[config.mk]
export PLATFORM = sky130hd
export DESIGN_NAME = mailbox_bridge_top
export DESIGN_NICKNAME = d
export VERILOG_FILES = /design/src/logic/axil_pkg.sv /design/src/logic/link_pkg.sv /design/src/logic/bit_sync.sv /design/src/logic/mailbox_bridge_top.sv /design/src/logic/mailbox_regs.sv /design/src/logic/toggle_link_endpoint.sv /design/src/logic/word_fifo.sv
export SDC_FILE = /design/constraint.sdc
export NUM_CORES = 1
export LEC_CHECK = 0
export BUFFER_PORTS_ARGS = -buffer_cell sky130_fd_sc_hd__buf_2
export CAP_MARGIN = 30
export CORE_UTILIZATION = 64
export DETAILED_ROUTE_END_ITERATION = 16
export PLACE_DENSITY = 0.82
export SLEW_MARGIN = 20
export SYNTH_ARGS = -nofsm -noshare
export SYNTH_HDL_FRONTEND = slang
export SYNTH_SLANG_ARGS = --single-unit
[constraint.sdc]
create_clock -name rvx_port_00 -period 10.6 [get_ports rvx_port_00]
set_clock_uncertainty 0.1 [all_clocks]
set_input_delay 1.59 -clock rvx_port_00 [delete_from_list [all_inputs] [get_ports rvx_port_00]]
set_output_delay 1.59 -clock rvx_port_00 [all_outputs]
set_load 0.02 [all_outputs]
[src/logic/axil_pkg.sv]
`default_nettype none

package axil_pkg;

	localparam int AXIL_ADDR_W = 4;
	localparam int AXIL_DATA_W = 32;
	localparam int AXIL_STRB_W = AXIL_DATA_W / 8;

	typedef enum logic [1:0] {
		OKAY   = 2'b00,
		SLVERR = 2'b10
	} axil_resp_e;

	// Register offsets of the mailbox
	typedef enum logic [AXIL_ADDR_W-1:0] {
		TX_DATA = 4'h0,
		RX_DATA = 4'h4,
		STATUS  = 4'h8
	} mbox_reg_e;

	// Channel bundles, ready travels back on its own wire
	typedef struct packed {
		logic                   valid;
		logic [AXIL_ADDR_W-1:0] addr;
	} axil_aw_t;

	typedef struct packed {
		logic                   valid;
		logic [AXIL_DATA_W-1:0] data;
		logic [AXIL_STRB_W-1:0] strb;
	} axil_w_t;

	typedef struct packed {
		logic       valid;
		axil_resp_e resp;
	} axil_b_t;

	typedef struct packed {
		logic                   valid;
		logic [AXIL_ADDR_W-1:0] addr;
	} axil_ar_t;

	typedef struct packed {
		logic                   valid;
		logic [AXIL_DATA_W-1:0] data;
		axil_resp_e             resp;
	} axil_r_t;

endpackage

`default_nettype wire

[src/logic/link_pkg.sv]
`default_nettype none

package link_pkg;

	// Width of one mailbox word on the link
	localparam int LINK_DATA_W = 32;

	// One direction of the two-phase link
	// A new word is announced by flipping toggle
	typedef struct packed {
		logic                   toggle;
		logic [LINK_DATA_W-1:0] data;
	} link_req_t;

	// Inbound engine, three stable samples before the push
	typedef enum logic [1:0] {
		rx_idle      = 2'd0,
		rx_seen_one  = 2'd1,
		rx_seen_two  = 2'd2,
		rx_push_wait = 2'd3
	} link_rx_state_e;

	// Outbound engine
	typedef enum logic {
		tx_idle      = 1'b0,
		tx_await_ack = 1'b1
	} link_tx_state_e;

endpackage

`default_nettype wire

[src/logic/bit_sync.sv]
`default_nettype none

module bit_sync #(
	parameter int WIDTH = 1
) (
	input  wire              rvx_port_00,
	input  wire              rvx_port_13,
	input  wire  [WIDTH-1:0] async_in,
	output logic [WIDTH-1:0] sync_out
);

	// First stage may go metastable
	logic [WIDTH-1:0] meta;

	always_ff @(posedge rvx_port_00 or negedge rvx_port_13)
	begin
		if (!rvx_port_13)
		begin
			meta     <= '0;
			sync_out <= '0;
		end
		else
		begin
			meta     <= async_in;
			sync_out <= meta;
		end
	end

endmodule

`default_nettype wire

[src/logic/mailbox_bridge_top.sv]
`default_nettype none

module mailbox_bridge_top #(
	parameter int FIFO_DEPTH = 8
) (
	input  wire                  rvx_port_00,
	input  wire                  rvx_port_13,
	input  wire  axil_pkg::axil_aw_t aw,
	output logic                 awready,
	input  wire  axil_pkg::axil_w_t  w,
	output logic                 wready,
	output axil_pkg::axil_b_t    b,
	input  wire                  bready,
	input  wire  axil_pkg::axil_ar_t ar,
	output logic                 arready,
	output axil_pkg::axil_r_t    r,
	input  wire                  rready,
	input  wire  link_pkg::link_req_t in_req,
	output logic                 in_ack,
	output link_pkg::link_req_t  out_req,
	input  wire                  out_ack
);

	import link_pkg::*;

	localparam int CNT_W = $clog2(FIFO_DEPTH + 1);

	// Register block to endpoint
	logic                   tx_push;
	logic [LINK_DATA_W-1:0] tx_word;
	logic                   tx_room;
	logic [CNT_W-1:0]       tx_count;
	logic                   rx_pop;
	logic [LINK_DATA_W-1:0] rx_word;
	logic                   rx_avail;
	logic [CNT_W-1:0]       rx_count;

	mailbox_regs #(.FIFO_DEPTH(FIFO_DEPTH)) u_regs (
		.rvx_port_00 (rvx_port_00),
		.rvx_port_13 (rvx_port_13),
		.aw          (aw),
		.awready     (awready),
		.w           (w),
		.wready      (wready),
		.b           (b),
		.bready      (bready),
		.ar          (ar),
		.arready     (arready),
		.r           (r),
		.rready      (rready),
		.tx_push     (tx_push),
		.tx_word     (tx_word),
		.tx_room     (tx_room),
		.tx_count    (tx_count),
		.rx_pop      (rx_pop),
		.rx_word     (rx_word),
		.rx_avail    (rx_avail),
		.rx_count    (rx_count)
	);

	toggle_link_endpoint #(.FIFO_DEPTH(FIFO_DEPTH)) u_endpoint (
		.rvx_port_00 (rvx_port_00),
		.rvx_port_13 (rvx_port_13),
		.in_req      (in_req),
		.in_ack      (in_ack),
		.out_req     (out_req),
		.out_ack     (out_ack),
		.tx_push     (tx_push),
		.tx_word     (tx_word),
		.tx_room     (tx_room),
		.tx_count    (tx_count),
		.rx_pop      (rx_pop),
		.rx_word     (rx_word),
		.rx_avail    (rx_avail),
		.rx_count    (rx_count)
	);

endmodule

`default_nettype wire

[src/logic/mailbox_regs.sv]
`default_nettype none

module mailbox_regs #(
	parameter int FIFO_DEPTH = 8
) (
	input  wire                                  rvx_port_00,
	input  wire                                  rvx_port_13,
	input  wire  axil_pkg::axil_aw_t             aw,
	output logic                                 awready,
	input  wire  axil_pkg::axil_w_t              w,
	output logic                                 wready,
	output axil_pkg::axil_b_t                    b,
	input  wire                                  bready,
	input  wire  axil_pkg::axil_ar_t             ar,
	output logic                                 arready,
	output axil_pkg::axil_r_t                    r,
	input  wire                                  rready,
	output logic                                 tx_push,
	output logic [axil_pkg::AXIL_DATA_W-1:0]     tx_word,
	input  wire                                  tx_room,
	input  wire  [$clog2(FIFO_DEPTH+1)-1:0]      tx_count,
	output logic                                 rx_pop,
	input  wire  [axil_pkg::AXIL_DATA_W-1:0]     rx_word,
	input  wire                                  rx_avail,
	input  wire  [$clog2(FIFO_DEPTH+1)-1:0]      rx_count
);

	import axil_pkg::*;

	axil_b_t                b_q;
	axil_r_t                r_q;
	mbox_reg_e              wr_reg;
	mbox_reg_e              rd_reg;
	logic                   wr_fire;
	logic                   rd_fire;
	logic [AXIL_DATA_W-1:0] wr_mask;
	logic [AXIL_DATA_W-1:0] status_word;

	assign wr_reg = mbox_reg_e'(aw.addr);
	assign rd_reg = mbox_reg_e'(ar.addr);

	// Transmit count in the upper half, receive count in the lower
	assign status_word = {16'(tx_count), 16'(rx_count)};

	// **********************************************************************
	// Write channel
	// **********************************************************************

	// Byte lanes without strobe are sent as zero
	always_comb
	begin
		for (int i = 0; i < AXIL_STRB_W; i++)
			wr_mask[i*8 +: 8] = {8{w.strb[i]}};
	end

	// AW and W are taken together, one write in flight
	assign wr_fire = aw.valid && w.valid && !b_q.valid;
	assign awready = wr_fire;
	assign wready  = wr_fire;
	assign tx_push = wr_fire && (wr_reg == TX_DATA) && tx_room;
	assign tx_word = w.data & wr_mask;
	assign b       = b_q;

	always_ff @(posedge rvx_port_00 or negedge rvx_port_13)
	begin
		if (!rvx_port_13)
			b_q <= '0;
		else if (wr_fire)
		begin
			b_q.valid <= 1'b1;
			// Full FIFO or read-only target drops the word
			b_q.resp  <= tx_push ? OKAY : SLVERR;
		end
		else if (bready)
			b_q.valid <= 1'b0;
	end

	// **********************************************************************
	// Read channel
	// **********************************************************************

	assign rd_fire = ar.valid && !r_q.valid;
	assign arready = rd_fire;
	assign rx_pop  = rd_fire && (rd_reg == RX_DATA) && rx_avail;
	assign r       = r_q;

	always_ff @(posedge rvx_port_00 or negedge rvx_port_13)
	begin
		if (!rvx_port_13)
			r_q <= '0;
		else if (rd_fire)
		begin
			r_q.valid <= 1'b1;
			case (rd_reg)
				RX_DATA:
				begin
					// Head is latched in the same cycle it is popped
					r_q.data <= rx_avail ? rx_word : '0;
					r_q.resp <= rx_avail ? OKAY : SLVERR;
				end
				STATUS:
				begin
					r_q.data <= status_word;
					r_q.resp <= OKAY;
				end
				default:
				begin
					// TX_DATA is write only
					r_q.data <= '0;
					r_q.resp <= SLVERR;
				end
			endcase
		end
		else if (rready)
			r_q.valid <= 1'b0;
	end

endmodule

`default_nettype wire

[src/logic/toggle_link_endpoint.sv]
`default_nettype none

module toggle_link_endpoint #(
	parameter int FIFO_DEPTH = 8
) (
	input  wire                                      rvx_port_00,
	input  wire                                      rvx_port_13,
	input  wire  link_pkg::link_req_t                in_req,
	output logic                                     in_ack,
	output link_pkg::link_req_t                      out_req,
	input  wire                                      out_ack,
	input  wire                                      tx_push,
	input  wire  [link_pkg::LINK_DATA_W-1:0]         tx_word,
	output logic                                     tx_room,
	output logic [$clog2(FIFO_DEPTH+1)-1:0]          tx_count,
	input  wire                                      rx_pop,
	output logic [link_pkg::LINK_DATA_W-1:0]         rx_word,
	output logic                                     rx_avail,
	output logic [$clog2(FIFO_DEPTH+1)-1:0]          rx_count
);

	import link_pkg::*;

	link_req_t              in_sync;
	logic                   out_ack_sync;
	link_rx_state_e         rx_state;
	link_tx_state_e         tx_state;
	logic                   rx_room;
	logic                   rx_push;
	logic                   toggle_diff;
	logic                   out_toggle;
	logic                   tx_avail;
	logic                   tx_pop;
	logic [LINK_DATA_W-1:0] tx_head;

	// **********************************************************************
	// Inbound path
	// **********************************************************************

	// Toggle and data cross together
	bit_sync #(.WIDTH($bits(link_req_t))) u_in_sync (
		.rvx_port_00 (rvx_port_00),
		.rvx_port_13 (rvx_port_13),
		.async_in    (in_req),
		.sync_out    (in_sync)
	);

	word_fifo #(.FIFO_DEPTH(FIFO_DEPTH), .WIDTH(LINK_DATA_W)) u_rx_fifo (
		.rvx_port_00 (rvx_port_00),
		.rvx_port_13 (rvx_port_13),
		.push        (rx_push),
		.wdata       (in_sync.data),
		.room        (rx_room),
		.pop         (rx_pop),
		.rdata       (rx_word),
		.avail       (rx_avail),
		.count       (rx_count)
	);

	assign toggle_diff = (in_sync.toggle != in_ack);
	assign rx_push     = (rx_state == rx_push_wait) && rx_room;

	// Three matching samples in a row filter a glitch on the toggle
	always_ff @(posedge rvx_port_00 or negedge rvx_port_13)
	begin
		if (!rvx_port_13)
		begin
			rx_state <= rx_idle;
			in_ack   <= 1'b0;
		end
		else
		begin
			case (rx_state)
				rx_idle:
					if (toggle_diff)
						rx_state <= rx_seen_one;
				rx_seen_one:
					rx_state <= toggle_diff ? rx_seen_two : rx_idle;
				rx_seen_two:
					rx_state <= toggle_diff ? rx_push_wait : rx_idle;
				rx_push_wait:
					// Full FIFO holds the ack back from the peer
					if (rx_room)
					begin
						rx_state <= rx_idle;
						in_ack   <= ~in_ack;
					end
			endcase
		end
	end

	// **********************************************************************
	// Outbound path
	// **********************************************************************

	bit_sync #(.WIDTH(1)) u_ack_sync (
		.rvx_port_00 (rvx_port_00),
		.rvx_port_13 (rvx_port_13),
		.async_in    (out_ack),
		.sync_out    (out_ack_sync)
	);

	word_fifo #(.FIFO_DEPTH(FIFO_DEPTH), .WIDTH(LINK_DATA_W)) u_tx_fifo (
		.rvx_port_00 (rvx_port_00),
		.rvx_port_13 (rvx_port_13),
		.push        (tx_push),
		.wdata       (tx_word),
		.room        (tx_room),
		.pop         (tx_pop),
		.rdata       (tx_head),
		.avail       (tx_avail),
		.count       (tx_count)
	);

	// Head stays put until the matching ack pops it
	assign out_req = '{toggle: out_toggle, data: tx_head};
	assign tx_pop  = (tx_state == tx_await_ack) && (out_toggle == out_ack_sync);

	always_ff @(posedge rvx_port_00 or negedge rvx_port_13)
	begin
		if (!rvx_port_13)
		begin
			tx_state   <= tx_idle;
			out_toggle <= 1'b0;
		end
		else
		begin
			case (tx_state)
				tx_idle:
					if (tx_avail)
					begin
						tx_state   <= tx_await_ack;
						out_toggle <= ~out_toggle;
					end
				tx_await_ack:
					if (tx_pop)
						tx_state <= tx_idle;
			endcase
		end
	end

endmodule

`default_nettype wire

[src/logic/word_fifo.sv]
`default_nettype none

module word_fifo #(
	parameter int FIFO_DEPTH = 8,
	parameter int WIDTH      = 32
) (
	input  wire                                rvx_port_00,
	input  wire                                rvx_port_13,
	input  wire                                push,
	input  wire  [WIDTH-1:0]                   wdata,
	output logic                               room,
	input  wire                                pop,
	output logic [WIDTH-1:0]                   rdata,
	output logic                               avail,
	output logic [$clog2(FIFO_DEPTH+1)-1:0]    count
);

	localparam int PTR_W = (FIFO_DEPTH > 1) ? $clog2(FIFO_DEPTH) : 1;
	localparam int CNT_W = $clog2(FIFO_DEPTH + 1);

	logic [WIDTH-1:0] mem [FIFO_DEPTH];
	logic [PTR_W-1:0] wr_ptr;
	logic [PTR_W-1:0] rd_ptr;
	logic [CNT_W-1:0] fill;
	logic             do_push;
	logic             do_pop;

	// Wrap at the last slot, depth need not be a power of two
	function automatic logic [PTR_W-1:0] next_ptr(input logic [PTR_W-1:0] p);
		if (p == PTR_W'(FIFO_DEPTH - 1))
			return '0;
		return p + 1'b1;
	endfunction

	assign room    = (fill != CNT_W'(FIFO_DEPTH));
	assign avail   = (fill != '0);
	assign do_push = push && room;
	assign do_pop  = pop && avail;
	assign count   = fill;
	assign rdata   = avail ? mem[rd_ptr] : '0;

	always_ff @(posedge rvx_port_00)
	begin
		if (do_push)
			mem[wr_ptr] <= wdata;
	end

	always_ff @(posedge rvx_port_00 or negedge rvx_port_13)
	begin
		if (!rvx_port_13)
		begin
			wr_ptr <= '0;
			rd_ptr <= '0;
			fill   <= '0;
		end
		else
		begin
			if (do_push)
				wr_ptr <= next_ptr(wr_ptr);
			if (do_pop)
				rd_ptr <= next_ptr(rd_ptr);
			// Simultaneous push and pop leaves the fill unchanged
			if (do_push && !do_pop)
				fill <= fill + 1'b1;
			else if (do_pop && !do_push)
				fill <= fill - 1'b1;
		end
	end

endmodule

`default_nettype wire

==> results.yml <==
synthesis:
  ys_ff_latch: 641
  synth_compound_area_share_pct: 1.597
  synth_cell_type_count: 39
  synthXorXnorAreaFrac_pct: 0.3288
  avgSynthCellArea_um2: 20.89
  ys_seq_area_share_pct: 77.59
  synth-main-ff-cell: "edfxtp_1"
  synth_area_um2: 23980
  synthSimpleGateAreaFrac_pct: 3.230
  synth_edf_count: 512
  synth.mux.area_fraction_pct: 15.20
  synth_top_family_by_area: "multiplexers"
  synthArstFlopShare_pct: 20.12
  yosysWarnings: 0
  synthCells: 1148
  synth_fa_ha_area_share_pct: 0.8976
die:
  die_w_um: 195.6
  row_count: 70
  core_um2: 36700
  pin_count: 160
  dieHeight_um: 195.6
  start_util_pct: 65.34
  die_area_um2: 38240
clocking:
  htreeDepth: 2
  clock_latency_ns: 0.62
  cts_buffers: 60
  cts_tree: "built"
  cts_num_sinks: 641
  postCtsSetupRepairBufs: 0
  cts.reportedPaths.clkPinSlew_ns: 0.06
  cts_hold_buf: 0
  clockRootBuffer: "clkbuf_16"
  cts_resized: 0
  clockBufferDepth: 3
setup_path:
  required_ns: 8.91
  r2r_slack_ns: 7.32
  end_kind: "output port"
  path_max_fanout: 37
  reg2regPathDepth: 9
  arrival_ns: 3.05
  critPathKind: "reg -> out"
  reg2reg_to: "u_endpoint.u_tx_fifo.count[3]"
  reg2reg_from: "u_endpoint.u_tx_fifo.count[1]"
  critPathLaunchType: "flop"
global_routing:
  grt-ovfl-total: 0
  antenna_found_initial: 4
  grt_start_max_net_pins: 77
  grt_pass1_vias: 11880
  grt_first_pass_wirelength_um: 70550
  grt_usage_pct: 25.50
layout:
  syn_to_final_growth_pct: 14.13
  drive_gt1_share_pct: 31.45
  fillCellCount: 1972
  fin_nets: 1445
  final_cells: 1867
power_and_ir_drop:
  p_leak_nw: 9.627
  ir_worst_vdd_mv: 0.1756
  p_per_area_nw_per_um2: 232.6
  report.power.total_mw: 6.365
placement:
  dp_cells: 1749
  gp_routability_congestion: 0.7124
  dp_hpwl_um: 25540
  io_buffer_count: 157
worst_hold_path:
  hold_depth: 0
  hp-start: "u_endpoint.u_in_sync.meta[10]"
  min_to: "u_endpoint.u_in_sync.sync_out[10]"
  hold_path_class: "reg -> reg"
timing:
  rsz0062_at_grt: "false"
  setup_viol: 0
  finalCriticalPeriod_ns: 4.742
  setup_tns_ns: 0
  min_period_over_period_pct: 44.73
  fmax_mhz: 210.9
  hold_violations: 0
  slew_violations: 0
  tightest_slew_ns: 0.9183
  slew_headroom_pct: 38.78
detailed_routing:
  wire_per_inst_um: 25.28
  drt_wl_total_um: 47190
  drc_errors: 0
  drt_iter0_drc: 1113
  ant_nets: 0
  num_vias: 11660
  dr.pass1.iters: 5
  via_per_inst: 6.247
run_status:
  status: "finished, final reports clean"
flow_run:
  cap_viol_max_count: 0
==> kinds of logic (layout without fill, tap and decap cells) <==
kind of cell	after synthesis	after routing
buffers and inverters	59	306
muxes	203	203
xor gates and xnor gates	9	9
DFF	641	641
AOI/OAI and AO/OA	65	65
adders and majority gates	16	16
and+or+nand+nor	154	154
other	1	5
==> synthesized netlist by cell type (2+ instances only) <==
| cell type | n | area share, % |
|---|---|---|
| a21oi_1 | 3 | 0.063 |
| nand3b_1 | 4 | 0.13 |
| mux2i_1 | 67 | 2.8 |
| o21ai_0 | 45 | 0.94 |
| nor4_2 | 2 | 0.10 |
| nand2_1 | 38 | 0.59 |
| and2_1 | 32 | 0.83 |
| nor2_1 | 46 | 0.72 |
| buf_2 | 12 | 0.25 |
| o31ai_1 | 2 | 0.063 |
| fa_1 | 2 | 0.17 |
| inv_1 | 6 | 0.094 |
| a21o_1 | 4 | 0.13 |
| nor3b_1 | 4 | 0.13 |
| clkbuf_1 | 24 | 0.38 |
| xnor2_1 | 7 | 0.26 |
| nor3_1 | 13 | 0.27 |
| ha_1 | 14 | 0.73 |
| nor4b_1 | 2 | 0.073 |
| mux4_2 | 128 | 12 |
| a22oi_1 | 8 | 0.25 |
| buf_4 | 10 | 0.31 |
| nand2b_1 | 6 | 0.16 |
| a2111oi_0 | 2 | 0.073 |
| mux2_2 | 8 | 0.38 |
| edfxtp_1 | 512 | 64 |
| buf_1 | 6 | 0.094 |
| xor2_1 | 2 | 0.073 |
| dfrtp_1 | 129 | 13 |
==> cell type report <==
type	count	area (um^2)	share of cell area, %
sequential	641	18620	68.03
multi-input combinational	449	5211	19.04
clock buffer	81	1662	6.072
timing repair buffer	186	1067	3.900
tap	468	585.6	2.140
clock inverter	33	193.9	0.7087
inverter	6	22.52	0.08230
antenna	3	7.507	0.02743
==> per-layer routing <==
layer  vias up  global-route usage, %  wire length (um)
met5         -                      0                12
met4         2                  9.011              1323
met3        97                  4.888              3195
met2       491                  39.80             23100
met1      6102                  36.89             19560
li1       4972                      -                 -
==> registers in the layout, indices dropped and copies added, names as in the netlist, 3 cells and up <==
register and cells:
u_endpoint.u_tx_fifo.rd_ptr 3, u_endpoint.u_rx_fifo.count 4, u_regs.r 34, u_endpoint.u_in_sync.sync_out 33
u_endpoint.u_rx_fifo.wr_ptr 3, u_endpoint.u_in_sync.meta 33, u_endpoint.u_rx_fifo.mem 256, u_endpoint.u_tx_fifo.wr_ptr 3
u_endpoint.u_rx_fifo.rd_ptr 3, u_endpoint.u_tx_fifo.mem 256, u_endpoint.u_tx_fifo.count 4
==> worst max-delay path by stage <==
stage,startpoint,endpoint,slack [ns],cells after the start
after floorplan,aw[1],u_endpoint.u_tx_fifo.mem[2][0],5.05,4
after detailed placement,aw[1],u_endpoint.u_tx_fifo.count[3],6.30,9
after global routing,u_endpoint.u_tx_fifo.rd_ptr[0],out_req[27],5.67,6
after global placement,u_endpoint.u_tx_fifo.rd_ptr[0],out_req[0],6.26,5
final,u_endpoint.u_tx_fifo.rd_ptr[0],out_req[28],5.86,6
after CTS,u_endpoint.u_tx_fifo.rd_ptr[0],out_req[28],5.77,6
==> critical path, stage by stage, from the launching register on <==
cell     delay [ns]
dfrtp_4        0.61
buf_4          0.40
buf_16         0.31
mux4_2         0.57
mux2i_1        0.21
nor2_1         0.09
buf_2          0.19
==> through the flow <==
step | cell area (um^2) | worst slack (ns) | utilization (%) | hold WS (ns)
floorplan | 23980 | 5.051 | - | 0.2312
CTS | 27350 | 5.769 | 74.53 | 0.2417
detailed placement | 25500 | 6.298 | 69.48 | 0.2347
global placement | 25410 | 6.256 | 69.25 | 0.2325
finish | 27370 | 5.858 | 74.57 | 0.2388
global route | 27360 | 5.672 | 74.56 | 0.2412
==> where the power goes <==
group	total, mW	switching (mW)	internal (mW)
combinational	1.39	0.746	0.645
clock	2.01	0.888	1.12
sequential	2.96	0.141	2.82
==> cell usage in the layout (no fill, tap or decap), types with 14 or more instances in the layout <==
master / count
mux4_2: 128
dfrtp_1: 123
buf_4: 25
buf_2: 157
ha_1: 14
nor2_1: 38
nand2_1: 38
and2_1: 32
clkbuf_1: 14
mux2i_1: 67
edfxtp_1: 512
clkbuf_16: 61
o21ai_0: 45
clkinv_2: 16
No activity file was read; power rests on OpenSTA's default activity.
